`src/verilog/hub75_pkg.sv`:
```
package hub75_pkg;

    // panel geometry
    localparam int PIXEL_WIDTH       = 16;
    localparam int PIXEL_HEIGHT      = 8;
    localparam int PIXEL_HALFHEIGHT  = PIXEL_HEIGHT / 2; // rows driven per scan line pair
    localparam int BRIGHTNESS_LEVELS = 5;

    // timing
    localparam int CTRL_TICKS_PER_BIT = 4;   // clocks per uart bit
    localparam int OE_BASE_CYCLES     = 4;   // enable time of plane 0

    // command codes
    localparam logic [7:0] CMD_SET_PIXEL  = 8'hA0;
    localparam logic [7:0] CMD_BRIGHTNESS = 8'hB0;
    localparam logic [7:0] CMD_RGB_ENABLE = 8'hC0;

    typedef logic [15:0] pixel_t;   // rgb565, red in the top bits
    typedef logic [2:0]  rgb_t;     // bit 0 red, bit 1 green, bit 2 blue
    typedef logic [$clog2(BRIGHTNESS_LEVELS)-1:0] plane_t;

endpackage

```
`src/verilog/pixel_fetch_if.sv`:
```
`timescale 1ns/10ps
interface pixel_fetch_if #(
    parameter int PIXEL_WIDTH  = hub75_pkg::PIXEL_WIDTH,
    parameter int PIXEL_HEIGHT = hub75_pkg::PIXEL_HEIGHT
);
    logic                                load;   // one cycle per pixel step
    logic [$clog2(PIXEL_WIDTH)-1:0]      column;
    logic [$clog2(PIXEL_HEIGHT / 2)-1:0] row;    // scan row, top half index
    hub75_pkg::plane_t                   plane;

    modport scan (
        output load, column, row, plane
    );

    modport fetch (
        input load, column, row, plane
    );
endinterface

```
`src/verilog/command_decoder.sv`:
```
`timescale 1ns/10ps
module command_decoder #(
    parameter int PIXEL_WIDTH       = hub75_pkg::PIXEL_WIDTH,
    parameter int PIXEL_HEIGHT      = hub75_pkg::PIXEL_HEIGHT,
    parameter int BRIGHTNESS_LEVELS = hub75_pkg::BRIGHTNESS_LEVELS,
    localparam int ADDR_W = $clog2(PIXEL_WIDTH * PIXEL_HEIGHT / 2) + 2
) (
    input  logic                         clk,
    input  logic                         rst_n,
    input  logic [7:0]                   rx_data,
    input  logic                         rx_valid,
    output logic                         wr_en,
    output logic [ADDR_W-1:0]            wr_addr,
    output logic [7:0]                   wr_data,
    output logic [BRIGHTNESS_LEVELS-1:0] brightness_enable,
    output hub75_pkg::rgb_t              rgb_enable
);
    localparam int HALF  = PIXEL_HEIGHT / 2;
    localparam int ROW_W = $clog2(PIXEL_HEIGHT);

    typedef enum logic [2:0] {IDLE, ROW, COL, DATA_HI, DATA_LO, BRIGHT, COLOR} state_t;

    state_t            state;
    logic [ROW_W-1:0]  row_q;
    logic              row_ok;
    logic              pix_ok;      // row and column both on the panel
    logic [ADDR_W-2:0] pix_addr;    // word index and half select
    logic              half;
    logic [ROW_W-1:0]  srow;
    logic [ADDR_W-3:0] word_idx;

    // bottom half rows share the word of the matching top row
    assign half     = row_q >= ROW_W'(HALF);
    assign srow     = half ? row_q - ROW_W'(HALF) : row_q;
    assign word_idx = (ADDR_W - 2)'(srow * PIXEL_WIDTH + rx_data);

    always_ff @(posedge clk or negedge rst_n) begin
        if (!rst_n) begin
            state             <= IDLE;
            wr_en             <= 1'b0;
            row_ok            <= 1'b0;
            pix_ok            <= 1'b0;
            brightness_enable <= '1;
            rgb_enable        <= '1;
        end else begin
            wr_en <= 1'b0;
            if (rx_valid) begin
                case (state)
                    IDLE: begin
                        case (rx_data)
                            hub75_pkg::CMD_SET_PIXEL:  state <= ROW;
                            hub75_pkg::CMD_BRIGHTNESS: state <= BRIGHT;
                            hub75_pkg::CMD_RGB_ENABLE: state <= COLOR;
                            default:                   state <= IDLE;
                        endcase
                    end
                    ROW: begin
                        row_ok <= rx_data < PIXEL_HEIGHT;
                        state  <= COL;
                    end
                    COL: begin
                        pix_ok <= row_ok && rx_data < PIXEL_WIDTH;
                        state  <= DATA_HI;
                    end
                    DATA_HI: begin
                        wr_en <= pix_ok;    // bad address still eats the data bytes
                        state <= DATA_LO;
                    end
                    DATA_LO: begin
                        wr_en <= pix_ok;
                        state <= IDLE;
                    end
                    BRIGHT: begin
                        brightness_enable <= rx_data[BRIGHTNESS_LEVELS-1:0];
                        state             <= IDLE;
                    end
                    default: begin
                        rgb_enable <= rx_data[2:0];
                        state      <= IDLE;
                    end
                endcase
            end
        end
    end

    always_ff @(posedge clk) begin
        if (rx_valid) begin
            if (state == ROW) row_q <= rx_data[ROW_W-1:0];
            if (state == COL) pix_addr <= {word_idx, half};
            if (state == DATA_HI || state == DATA_LO) begin
                wr_addr <= {pix_addr, state == DATA_LO};   // high byte first
                wr_data <= rx_data;
            end
        end
    end

    a_addr_range: assert property (@(posedge clk) disable iff (!rst_n)
        wr_en |-> int'(wr_addr) < PIXEL_WIDTH * PIXEL_HEIGHT * 2);

endmodule

```
`src/verilog/framebuffer_ram.sv`:
```
`timescale 1ns/10ps
module framebuffer_ram #(
    parameter int PIXEL_WIDTH  = hub75_pkg::PIXEL_WIDTH,
    parameter int PIXEL_HEIGHT = hub75_pkg::PIXEL_HEIGHT,
    localparam int WORD_W = $clog2(PIXEL_WIDTH * PIXEL_HEIGHT / 2),
    localparam int ADDR_W = WORD_W + 2
) (
    input  logic                    clk,
    input  logic                    wr_en,
    input  logic [ADDR_W-1:0]       wr_addr,
    input  logic [7:0]              wr_data,
    input  logic [WORD_W-1:0]       rd_addr,
    output hub75_pkg::pixel_t [1:0] rd_data     // [0] top, [1] bottom
);
    localparam int WORDS = PIXEL_WIDTH * PIXEL_HEIGHT / 2;

    // byte 0 top high, 1 top low, 2 bottom high, 3 bottom low
    logic [3:0][7:0] mem [WORDS];

    always_ff @(posedge clk) begin
        if (wr_en) mem[wr_addr[ADDR_W-1:2]][wr_addr[1:0]] <= wr_data;
        rd_data <= {mem[rd_addr][2], mem[rd_addr][3], mem[rd_addr][0], mem[rd_addr][1]};
    end

endmodule

```
`src/verilog/hub75_top.sv`:
```
`timescale 1ns/10ps
module hub75_top #(
    parameter int PIXEL_WIDTH       = hub75_pkg::PIXEL_WIDTH,
    parameter int PIXEL_HEIGHT      = hub75_pkg::PIXEL_HEIGHT,
    parameter int BRIGHTNESS_LEVELS = hub75_pkg::BRIGHTNESS_LEVELS,
    parameter int TICKS_PER_BIT     = hub75_pkg::CTRL_TICKS_PER_BIT,
    parameter int OE_BASE_CYCLES    = hub75_pkg::OE_BASE_CYCLES,
    localparam int ROW_W = $clog2(PIXEL_HEIGHT / 2)
) (
    input  logic             clk,
    input  logic             rst_n,
    input  logic             uart_rx_line,
    output hub75_pkg::rgb_t  rgb_top,
    output hub75_pkg::rgb_t  rgb_bottom,
    output logic             clk_pixel,
    output logic             row_latch,
    output logic             output_enable,
    output logic [ROW_W-1:0] row_addr
);
    localparam int WORD_W = $clog2(PIXEL_WIDTH * PIXEL_HEIGHT / 2);

    logic [7:0]                   rx_data;
    logic                         rx_valid;
    logic                         wr_en;
    logic [WORD_W+1:0]            wr_addr;
    logic [7:0]                   wr_data;
    logic [WORD_W-1:0]            rd_addr;
    hub75_pkg::pixel_t [1:0]      rd_data;
    logic [BRIGHTNESS_LEVELS-1:0] brightness_enable;
    hub75_pkg::rgb_t              rgb_enable;

    pixel_fetch_if #(
        .PIXEL_WIDTH(PIXEL_WIDTH),
        .PIXEL_HEIGHT(PIXEL_HEIGHT)
    ) fetch_bus ();

    // command path
    uart_rx #(
        .TICKS_PER_BIT(TICKS_PER_BIT)
    ) uart_rx_inst (
        .clk(clk),
        .rst_n(rst_n),
        .rx_line(uart_rx_line),
        .rx_data(rx_data),
        .rx_valid(rx_valid)
    );

    command_decoder #(
        .PIXEL_WIDTH(PIXEL_WIDTH),
        .PIXEL_HEIGHT(PIXEL_HEIGHT),
        .BRIGHTNESS_LEVELS(BRIGHTNESS_LEVELS)
    ) command_decoder_inst (
        .clk(clk),
        .rst_n(rst_n),
        .rx_data(rx_data),
        .rx_valid(rx_valid),
        .wr_en(wr_en),
        .wr_addr(wr_addr),
        .wr_data(wr_data),
        .brightness_enable(brightness_enable),
        .rgb_enable(rgb_enable)
    );

    framebuffer_ram #(
        .PIXEL_WIDTH(PIXEL_WIDTH),
        .PIXEL_HEIGHT(PIXEL_HEIGHT)
    ) framebuffer_ram_inst (
        .clk(clk),
        .wr_en(wr_en),
        .wr_addr(wr_addr),
        .wr_data(wr_data),
        .rd_addr(rd_addr),
        .rd_data(rd_data)
    );

    // scan path
    pixel_fetch #(
        .PIXEL_WIDTH(PIXEL_WIDTH),
        .PIXEL_HEIGHT(PIXEL_HEIGHT),
        .BRIGHTNESS_LEVELS(BRIGHTNESS_LEVELS)
    ) pixel_fetch_inst (
        .clk(clk),
        .rst_n(rst_n),
        .fetch(fetch_bus.fetch),
        .rd_data(rd_data),
        .brightness_enable(brightness_enable),
        .rgb_enable(rgb_enable),
        .rd_addr(rd_addr),
        .rgb_top(rgb_top),
        .rgb_bottom(rgb_bottom)
    );

    matrix_scan #(
        .PIXEL_WIDTH(PIXEL_WIDTH),
        .PIXEL_HEIGHT(PIXEL_HEIGHT),
        .BRIGHTNESS_LEVELS(BRIGHTNESS_LEVELS),
        .OE_BASE_CYCLES(OE_BASE_CYCLES)
    ) matrix_scan_inst (
        .clk(clk),
        .rst_n(rst_n),
        .fetch(fetch_bus.scan),
        .clk_pixel(clk_pixel),
        .row_latch(row_latch),
        .output_enable(output_enable),
        .row_addr(row_addr)
    );

endmodule

```
`src/verilog/matrix_scan.sv`:
```
`timescale 1ns/10ps
module matrix_scan #(
    parameter int PIXEL_WIDTH       = hub75_pkg::PIXEL_WIDTH,
    parameter int PIXEL_HEIGHT      = hub75_pkg::PIXEL_HEIGHT,
    parameter int BRIGHTNESS_LEVELS = hub75_pkg::BRIGHTNESS_LEVELS,
    parameter int OE_BASE_CYCLES    = hub75_pkg::OE_BASE_CYCLES,
    localparam int ROW_W = $clog2(PIXEL_HEIGHT / 2)
) (
    input  logic             clk,
    input  logic             rst_n,
    pixel_fetch_if.scan      fetch,
    output logic             clk_pixel,
    output logic             row_latch,
    output logic             output_enable,
    output logic [ROW_W-1:0] row_addr
);
    localparam int COL_W = $clog2(PIXEL_WIDTH);
    localparam int OE_W  = $clog2(OE_BASE_CYCLES << (BRIGHTNESS_LEVELS - 1));

    typedef enum logic [1:0] {SHIFT, LATCH, ENABLE} state_t;

    state_t            state;
    logic [1:0]        phase;   // four clocks per pixel
    logic [COL_W-1:0]  col;
    hub75_pkg::plane_t plane;
    logic [ROW_W-1:0]  row;
    logic [OE_W-1:0]   oe_cnt;

    assign fetch.load   = state == SHIFT && phase == 2'd0;
    assign fetch.column = col;
    assign fetch.row    = row;
    assign fetch.plane  = plane;

    assign clk_pixel     = state == SHIFT && phase == 2'd3;   // rgb stable since phase 2
    assign row_latch     = state == LATCH;
    assign output_enable = state == ENABLE;

    always_ff @(posedge clk or negedge rst_n) begin
        if (!rst_n) begin
            state    <= SHIFT;
            phase    <= '0;
            col      <= '0;
            plane    <= '0;
            row      <= '0;
            row_addr <= '0;
            oe_cnt   <= '0;
        end else begin
            case (state)
                SHIFT: begin
                    phase <= phase + 2'd1;
                    if (phase == 2'd3) begin
                        if (col == COL_W'(PIXEL_WIDTH - 1)) begin
                            col      <= '0;
                            row_addr <= row;    // visible during the latch cycle
                            state    <= LATCH;
                        end else begin
                            col <= col + 1'b1;
                        end
                    end
                end
                LATCH: begin
                    oe_cnt <= OE_W'((OE_BASE_CYCLES << plane) - 1);   // binary weighted
                    state  <= ENABLE;
                end
                default: begin
                    oe_cnt <= oe_cnt - 1'b1;
                    if (oe_cnt == '0) begin
                        state <= SHIFT;
                        if (plane == hub75_pkg::plane_t'(BRIGHTNESS_LEVELS - 1)) begin
                            plane <= '0;
                            row   <= (row == ROW_W'(PIXEL_HEIGHT / 2 - 1)) ? '0 : row + 1'b1;
                        end else begin
                            plane <= plane + 1'b1;
                        end
                    end
                end
            endcase
        end
    end

    a_latch_alone: assert property (@(posedge clk) disable iff (!rst_n)
        row_latch |-> !clk_pixel && !output_enable ##1 output_enable);

    a_load_phase: assert property (@(posedge clk) disable iff (!rst_n)
        fetch.load |-> phase == 2'd0 ##3 clk_pixel);

endmodule

```
`src/verilog/pixel_fetch.sv`:
```
`timescale 1ns/10ps
module pixel_fetch #(
    parameter int PIXEL_WIDTH       = hub75_pkg::PIXEL_WIDTH,
    parameter int PIXEL_HEIGHT      = hub75_pkg::PIXEL_HEIGHT,
    parameter int BRIGHTNESS_LEVELS = hub75_pkg::BRIGHTNESS_LEVELS,
    localparam int WORD_W = $clog2(PIXEL_WIDTH * PIXEL_HEIGHT / 2)
) (
    input  logic                         clk,
    input  logic                         rst_n,
    pixel_fetch_if.fetch                 fetch,
    input  hub75_pkg::pixel_t [1:0]      rd_data,
    input  logic [BRIGHTNESS_LEVELS-1:0] brightness_enable,
    input  hub75_pkg::rgb_t              rgb_enable,
    output logic [WORD_W-1:0]            rd_addr,
    output hub75_pkg::rgb_t              rgb_top,
    output hub75_pkg::rgb_t              rgb_bottom
);
    logic              load_d;  // read data valid
    hub75_pkg::plane_t plane_q;
    hub75_pkg::rgb_t   en;

    // green has one more bit, its lsb is never shown
    function automatic hub75_pkg::rgb_t plane_bits(input hub75_pkg::pixel_t px,
                                                   input hub75_pkg::plane_t p);
        hub75_pkg::rgb_t bits;
        bits[0] = px[11 + p];
        bits[1] = px[6 + p];
        bits[2] = px[p];
        return bits;
    endfunction

    assign rd_addr = WORD_W'(fetch.row * PIXEL_WIDTH + fetch.column);
    assign en      = rgb_enable & {3{brightness_enable[plane_q]}};

    always_ff @(posedge clk) begin
        if (fetch.load) plane_q <= fetch.plane;
    end

    always_ff @(posedge clk or negedge rst_n) begin
        if (!rst_n) begin
            load_d     <= 1'b0;
            rgb_top    <= '0;
            rgb_bottom <= '0;
        end else begin
            load_d <= fetch.load;
            if (load_d) begin   // held until the next load
                rgb_top    <= plane_bits(rd_data[0], plane_q) & en;
                rgb_bottom <= plane_bits(rd_data[1], plane_q) & en;
            end
        end
    end

endmodule

```
`src/verilog/uart_rx.sv`:
```
`timescale 1ns/10ps
module uart_rx #(
    parameter int TICKS_PER_BIT = hub75_pkg::CTRL_TICKS_PER_BIT
) (
    input  logic       clk,
    input  logic       rst_n,
    input  logic       rx_line,
    output logic [7:0] rx_data,
    output logic       rx_valid
);
    localparam int TW = $clog2(TICKS_PER_BIT);
    localparam logic [TW-1:0] HALF_TICK = TW'(TICKS_PER_BIT / 2 - 1);
    localparam logic [TW-1:0] LAST_TICK = TW'(TICKS_PER_BIT - 1);

    typedef enum logic [1:0] {IDLE, START, DATA, STOP} state_t;

    state_t        state;
    logic [1:0]    sync;
    logic          rx_prev;
    logic [TW-1:0] tick_cnt;
    logic [2:0]    bit_idx;
    logic [7:0]    shift;

    wire rx_s = sync[1];

    always_ff @(posedge clk or negedge rst_n) begin
        if (!rst_n) begin
            sync     <= 2'b11;  // line idles high
            rx_prev  <= 1'b1;
            state    <= IDLE;
            tick_cnt <= '0;
            bit_idx  <= '0;
            rx_valid <= 1'b0;
        end else begin
            sync     <= {sync[0], rx_line};
            rx_prev  <= rx_s;
            rx_valid <= 1'b0;
            tick_cnt <= tick_cnt + 1'b1;
            case (state)
                IDLE: begin
                    tick_cnt <= '0;
                    if (rx_prev && !rx_s) state <= START;   // falling edge
                end
                START: begin
                    if (tick_cnt == HALF_TICK) begin
                        tick_cnt <= '0;
                        bit_idx  <= '0;
                        state    <= rx_s ? IDLE : DATA;     // glitch goes back
                    end
                end
                DATA: begin
                    if (tick_cnt == LAST_TICK) begin
                        tick_cnt <= '0;
                        bit_idx  <= bit_idx + 1'b1;
                        if (bit_idx == 3'd7) state <= STOP;
                    end
                end
                default: begin
                    if (tick_cnt == LAST_TICK) begin
                        rx_valid <= rx_s;   // framing error drops the byte
                        state    <= IDLE;
                    end
                end
            endcase
        end
    end

    // lsb first
    always_ff @(posedge clk) begin
        if (state == DATA && tick_cnt == LAST_TICK) shift <= {rx_s, shift[7:1]};
        if (state == STOP && tick_cnt == LAST_TICK) rx_data <= shift;
    end

    a_valid_single: assert property (@(posedge clk) disable iff (!rst_n)
        rx_valid |=> !rx_valid);

endmodule
```
`config.mk`:
```
export PLATFORM = sky130hd
export DESIGN_NAME = hub75_top
export DESIGN_NICKNAME = d
export VERILOG_FILES = /design/src/verilog/hub75_pkg.sv /design/src/verilog/pixel_fetch_if.sv /design/src/verilog/command_decoder.sv /design/src/verilog/framebuffer_ram.sv /design/src/verilog/hub75_top.sv /design/src/verilog/matrix_scan.sv /design/src/verilog/pixel_fetch.sv /design/src/verilog/uart_rx.sv
export SDC_FILE = /design/constraint.sdc
export NUM_CORES = 2
export LEC_CHECK = 0
export BUFFER_PORTS_ARGS = -buffer_cell sky130_fd_sc_hd__buf_2
export CAP_MARGIN = 20
export CELL_PAD_IN_SITES_DETAIL_PLACEMENT = 0
export CELL_PAD_IN_SITES_GLOBAL_PLACEMENT = 1
export CORE_ASPECT_RATIO = 1.25
export CORE_MARGIN = 10
export CORE_UTILIZATION = 56
export DETAILED_ROUTE_END_ITERATION = 10
export GPL_TIMING_DRIVEN = 0
export PLACE_DENSITY_LB_ADDON = 0.1
export SYNTH_ARGS = -nofsm -noshare
export SYNTH_HDL_FRONTEND = slang
export SYNTH_SLANG_ARGS = --single-unit
```
`constraint.sdc`:
```
create_clock -name clk -period 5.07 [get_ports clk]
set_input_delay 0.7605 -clock clk [delete_from_list [all_inputs] [get_ports clk]]
set_output_delay 0.7605 -clock clk [all_outputs]
set_load 0.02 [all_outputs]
```
== Word-level counts from Yosys, hierarchy flattened ==
Memory sizes are Yosys's and may differ from the RTL's. A register that Yosys moved wholly into a read port is not among the register bits.
Index checks and enable logic that the tools add are counted.
W data, S select, Z words.

* Memory bits (read-only): 0
* RAM bits: 2048
* Input port bits: 3
* Memories kept: 1
* Output and inout bits: 11
* Register bits after elaboration: 98
* Word-level logic and storage cells: 163
* Bits in latches: 0

* Shifts and indexed selects: 1
* Bitwise operators: 5
* Multiply operators: 0
* $lt $le $gt $ge: 9
* Muxes and demuxes: 46
* Divide/modulo/power cells: 0
* Reduce and logical (&&, ||, !) cells: 33
* $add $sub $neg: 13
* Eq/ne operators: 26

{| class="wikitable"
|+ Memory list
! memory !! depth !! bits a word !! rd ports !! clocked after Yosys merged registers in !! wr ports !! line !! RTL
|-
| framebuffer_ram_inst.mem || 64 || 32 || 1 || 1 || 1 || framebuffer_ram.sv:18 || <nowiki>logic [3:0][7:0] mem [WORDS];</nowiki>
|}

{| class="wikitable"
|+ Operators with widths
! operator !! count
|-
| $lt A32 B5 Y1 const B || 2
|-
| $mux W32 || 1
|-
| $mux W2 || 13
|-
| $eq A8 B8 Y1 const B || 3
|-
| $bmux W1 S4 || 4
|-
| $demux W8 S2 || 1
|-
| $reduce_and A2 Y1 || 7
|-
| $eq A2 B2 Y1 const B || 6
|-
| $eq A3 B3 Y1 const B || 4
|-
| $mux W1 || 12
|-
| $pmux W2 S3 || 2
|-
| $pmux W3 S4 || 1
|-
| $pmux W6 S2 || 1
|-
| $reduce_and A3 Y1 || 4
|-
| $and A3 B3 Y3 || 3
|-
| $bmux W1 S3 || 3
|-
| $mux W3 || 3
|-
| $pmux W3 S3 || 1
|-
| $lt A8 B4 Y1 const B || 1
|-
| $lt A8 B5 Y1 const B || 1
|-
| $mux W8 || 1
|-
| $ne A2 B1 Y1 const B || 4
|-
| $logic_and A1 B1 Y1 || 7
|-
| $add A2 B1 Y2 const B || 3
|-
| 35 further kinds || 45
|}

== Logic depth before layout (Yosys ltp) ==
* Word-level depth: 5
* Gate-level depth with buffers: 11

== Hierarchy ==
A second synthesis with hierarchy kept.

* Cell total of the unflattened synthesis: 4083
* Area, all modules: 84576.1 um2

{| class="wikitable"
|+ Modules (own cells, without submodules)
! module !! sequential area each (um2) !! area each (um2) !! cells each !! times used
|-
| framebuffer_ram || 62139.6 || 79603.8 || 3721 || 1
|-
| command_decoder || 1141.1 || 1551.5 || 90 || 1
|-
| pixel_fetch || 265.3 || 1187.4 || 89 || 1
|-
| matrix_scan || 525.5 || 1171.1 || 114 || 1
|-
| uart_rx || 759.5 || 1062.3 || 69 || 1
|}

== Worst setup path after synthesis ==
No wires, ideal clock.

* Path kind: register to register
* Start point: register command_decoder_inst.wr_data[0]
* End point: memory framebuffer_ram_inst.mem[0][0] (netlist bit) (data pin)
* Cell stages (with the launch flop): 1
* Buffers on the path: 0
* Library setup time: 817 ps
* Path slack: 1024 ps
* Arrival: 3228 ps
* Cells stage by stage: edfxtp_1

{| class="wikitable"
|+ RTL lines
! item !! line !! RTL
|-
| from (decl) || command_decoder.sv:14 || <nowiki>output logic [7:0] wr_data,</nowiki>
|-
| from (signal assigned) || command_decoder.sv:92 || <nowiki>wr_data <= rx_data;</nowiki>
|-
| to (decl) || framebuffer_ram.sv:18 ||
|}

Straight into the memory's write port.

== Worst setup path after layout ==
* Start point: register matrix_scan_inst.col[2], in the netlist matrix_scan_inst.fetch.column[2]
* End point: register framebuffer_ram_inst.rd_data[9] (netlist bit), read port of framebuffer_ram_inst.mem

* Longest elaborated chain between the ends: 1

{| class="wikitable"
|+ RTL lines
! item !! line !! RTL
|-
| from (decl) || matrix_scan.sv:24 || <nowiki>logic [COL_W-1:0] col;</nowiki>
|-
| from (signal assigned) || matrix_scan.sv:57 || <nowiki>col <= col + 1'b1;</nowiki>
|-
| $add A6 B4 Y6 || pixel_fetch.sv:32 || <nowiki>assign rd_addr = WORD_W'(fetch.row * PIXEL_WIDTH + fetch.column);</nowiki>
|-
| to (decl) || framebuffer_ram.sv:13 || <nowiki>output hub75_pkg::pixel_t [1:0] rd_data</nowiki>
|}

Every way passes these cells.
A chain may end at the register's enable or synchronous reset.

==> summary by stage <==
Timing
The max-slew violation total from the final report is 0. The highest attainable clock frequency is about 0.2 GHz. For the pin with the worst max-slew slack, the measured transition is roughly 1.4 ns. The max-slew headroom at the worst pin is between 6 and 7%.

Setup violations remaining at the end of the flow were counted as 2. The worst path uses 100% of the clock period. Across all setup checks in the final design, the least slack found is -0.0195 ns. Clock skew on the completed layout was measured at 0.0495 ns. The total count of hold-check failures in the final report is 0.

Setup repair after global routing left no endpoint under its margin. The minimum period implied by the final worst setup slack is between 5 and 6 ns.

Layout
The number of standard cells in the final layout excluding fillers is around 6.6k. The area growth from synthesis to layout is 15.3%. Of the cells placed in the final design, the portion with a size suffix greater than 1 is between 20% and 30%. At the end of the flow, the number of nets in the layout was 4478. The register cell area after layout is 64800 um2. The multi-input logic area is approximately 19000 um2. The filler cell count is ~10k.

Run
The max-cap violation count is 0.

Routing
The ratio of routed vias to standard cells is approximately 7.2. The first-pass iteration count of the detailed router is 6. The detailed router's first-iteration violation count is about 8.4k. The detail route stage leaves a number of antenna-violating nets equal to 0. After detailed routing, the average wire length per cell comes to 48.6 um.

The overall via count from detail_route is around 48k. After detailed routing, the number of remaining DRC violations is 0. The sum of routed wire length over all layers is about 320 mm.

Power
Summed over all cells, the static leakage comes to approximately 30 nW. In this run the power density over the cells is 360 nW/um2. The total power consumption of the routed design is approximately 0.035 W.

Across the VDD grid, the largest voltage drop is between 300 and 400 uV.

Status
The run finished, with violations left. The final reports fail on setup timing.

Critical path
The capturing element type of the critical path is a flop. For the worst setup path, the data arrival time is 5.85 ns. For the worst setup path, the data required time is 5.83 ns. Of all nets on the critical path, the largest fanout is 10. The nature of the critical path startpoint is a flop.

The class of the most critical setup path is flop to flop.

Placed design
The count of buffers added on input and output ports is 13. The HPWL after detailed placement is approximately 220 mm. The number of placed instances with taps included is between 6k and 7k. The global placement routability congestion is around 1.0.

Floorplan
The top-level port count is 14. The die covers 167000 um2. The die span in y is around 460 um.

Once the floorplan was initialized, standard cells occupied a little under three fifths of the core. The floorplan has roughly 160 rows. From left edge to right edge, the die measures 368 um. The core region is about 150000 um2.

Synthesis
Of all flip-flops after synthesis, the portion carrying an async set or reset was under 10%. Yosys attributes the largest share of cell area to sky130_fd_sc_hd__edfxtp_1, sky130_fd_sc_hd__mux4_2, sky130_fd_sc_hd__mux2i_1. In the post-synthesis netlist, the cell with the most instances is sky130_fd_sc_hd__edfxtp_1.

The number of unique standard cell types used by synthesis is 60. The top-area cell type share of the netlist area is approximately 74%. Ranked by instance count, the synthesized netlist is headed by sky130_fd_sc_hd__edfxtp_1, sky130_fd_sc_hd__mux4_2, sky130_fd_sc_hd__nor2_1. In this run, synthesis inferred roughly 2.1k flip-flops with an integrated enable. The synthesized instance count is 4047. Yosys printed 0 warnings.

The share of the Yosys chip area taken by registers is 76.5%. Counting every net in the synthesized netlist gives 4077. The post-synthesis area per instance is between 20 and 25 um2. Counting flops and latches in the post-synthesis netlist gives around 2.2k. The synthesized netlist occupies a cell area of between 80000 and 90000 um2. The dominant cell type by area after synthesis is sky130_fd_sc_hd__edfxtp_1.

The most used flip-flop cell after synthesis is sky130_fd_sc_hd__edfxtp_1.

GRT
The overall overflow remaining after global route is 0. Entering global routing, the biggest net connects 37 pins. The via count of the first global-routing pass is between 40k and 50k. The combined global-route utilization of all metal layers is 38.6%.

The initial antenna violation count is 30. The wire length of the first global-routing pass is between 400 and 500 mm.

Clock tree
The buffer type at the clock tree root is sky130_fd_sc_hd__clkbuf_16. The clock-pin slew of the registers on the worst-case setup and hold paths is 0.07 ns. The maximum buffer depth of the clock tree is 3. The TritonCTS sink count is ~2.2k. The CTS tree is built. The number of buffers created by CTS is between 200 and 250. The number of setup buffers added after CTS is 0. The latest clock arrival within the worst-skew pair is 0.90 ns. The deepest level of the CTS H-tree is 4.

Hold path
The class of the worst hold path is flop to flop.
[power breakdown]
group	total (W)	internal (W)	switching (W)
logic	0.000177	0.0000658	0.000111
registers	0.0195	0.0195	0.0000319
clock network	0.0155	0.00860	0.00692
[flip-flops by register name, indices dropped and copies added, names as in the netlist, 4 cells and up]
register and flops:
command_decoder_inst.wr_addr 8, uart_rx_inst.shift 8, uart_rx_inst.rx_data 8, framebuffer_ram_inst.rd_data 32, matrix_scan_inst.fetch.column 4, command_decoder_inst.brightness_enable 5, command_decoder_inst.wr_data 8, matrix_scan_inst.oe_cnt 6
framebuffer_ram_inst.mem 2048, command_decoder_inst.pix_addr 7
[stage by stage]
step | instance area, um2 | worst slack [ns] | util [%] | hold WS (ns) | TNS (ns)
after floorplan | 84800 | 1.02 | - | 0.345 | 0
after global placement | 87400 | -2.95 | 58.1 | 0.352 | -5171.78
after detailed placement | 90800 | 0.144 | 60.4 | 0.350 | 0
after CTS | 97500 | 0.143 | 64.8 | 0.363 | 0
after global routing | 97700 | 0.162 | 65.0 | 0.365 | 0
final | 97800 | -0.0195 | 65.0 | 0.360 | -0.0255
[routing by layer]
layer / up-vias / GRT usage (%) / wire, um
li1: 17600 / - / -
met1: 25300 / 47.3 / 107000
met2: 4100 / 55.8 / 140000
met3: 987 / 15.3 / 45900
met4: 14 / 28.4 / 30400
met5: - / 0 / 121
[layout make-up]
class | instances | share of cell area, %
flip-flops and latches | 2178 | 66.3
multi-input cells | 1607 | 19.1
clock buffers | 255 | 5.48
repair buffers | 195 | 3.72
well taps | 2012 | 2.58
clock inverters | 122 | 1.36
plain buffers | 236 | 1.27
inverters | 26 | 0.0998
diodes | 13 | 0.0333
[path summary, 6_finish.rpt]
| check | slack, ns | cells after the start | end | start |
|---|---|---|---|---|
| hold / removal | 0.36 | 0 | uart_rx_inst.sync[1] | uart_rx_inst.sync[0] |
| hold reg to reg | 0.36 | 0 | uart_rx_inst.sync[1] | uart_rx_inst.sync[0] |
| setup reg to reg | -0.02 | 7 | framebuffer_ram_inst.rd_data[9] | matrix_scan_inst.fetch.column[2] |
| min in group asynchronous | 0.45 | 2 | command_decoder_inst.state[0] | rst_n |
| setup / recovery | -0.02 | 7 | framebuffer_ram_inst.rd_data[9] | matrix_scan_inst.fetch.column[2] |
| max in group asynchronous | 4.03 | 3 | matrix_scan_inst.fetch.plane[0] | rst_n |
[cells by family (layout without fill, tap and decap cells)]
group,Yosys count,count (layout),share of synthesized area [%]
adders and majority gates,27,27,0.398
and+or+nand+nor,568,568,2.81
DFF,2178,2178,76.5
AOI/OAI and AO/OA,266,266,2.29
buffers and inverters,262,834,1.52
other,0,13,0
muxes,737,737,16.4
xor gates and xnor gates,9,9,0.0930
[worst max-delay path, stage by stage, from the launching register on]
cell                        delay (ns)
sky130_fd_sc_hd__dfrtp_1          0.45
sky130_fd_sc_hd__buf_2            0.35
sky130_fd_sc_hd__clkbuf_4         0.67
sky130_fd_sc_hd__buf_2            0.85
sky130_fd_sc_hd__buf_2            0.81
sky130_fd_sc_hd__mux2i_1          0.41
sky130_fd_sc_hd__a221oi_1         1.05
sky130_fd_sc_hd__o2bb2ai_1        0.34
[placed cells by master (no fill, tap or decap), types with 42 or more instances in the layout]
cell,netlist,routed
sky130_fd_sc_hd__edfxtp_1,2093,2093
sky130_fd_sc_hd__mux4_2,521,521
sky130_fd_sc_hd__nor2_1,316,309
sky130_fd_sc_hd__clkbuf_16,0,205
sky130_fd_sc_hd__mux2i_1,181,181
sky130_fd_sc_hd__nand2_1,155,155
sky130_fd_sc_hd__clkbuf_1,100,120
sky130_fd_sc_hd__buf_16,0,89
sky130_fd_sc_hd__buf_2,55,81
sky130_fd_sc_hd__buf_4,38,60
sky130_fd_sc_hd__clkinv_1,0,44
sky130_fd_sc_hd__dfrtp_1,42,42
[timing repair]
action,CTS,global route
resized for setup,0,1
endpoints found under the setup margin,0,1
hold buffers,2,0
hold endpoints to repair,15,0
No activity file was read; power rests on OpenSTA's default activity.
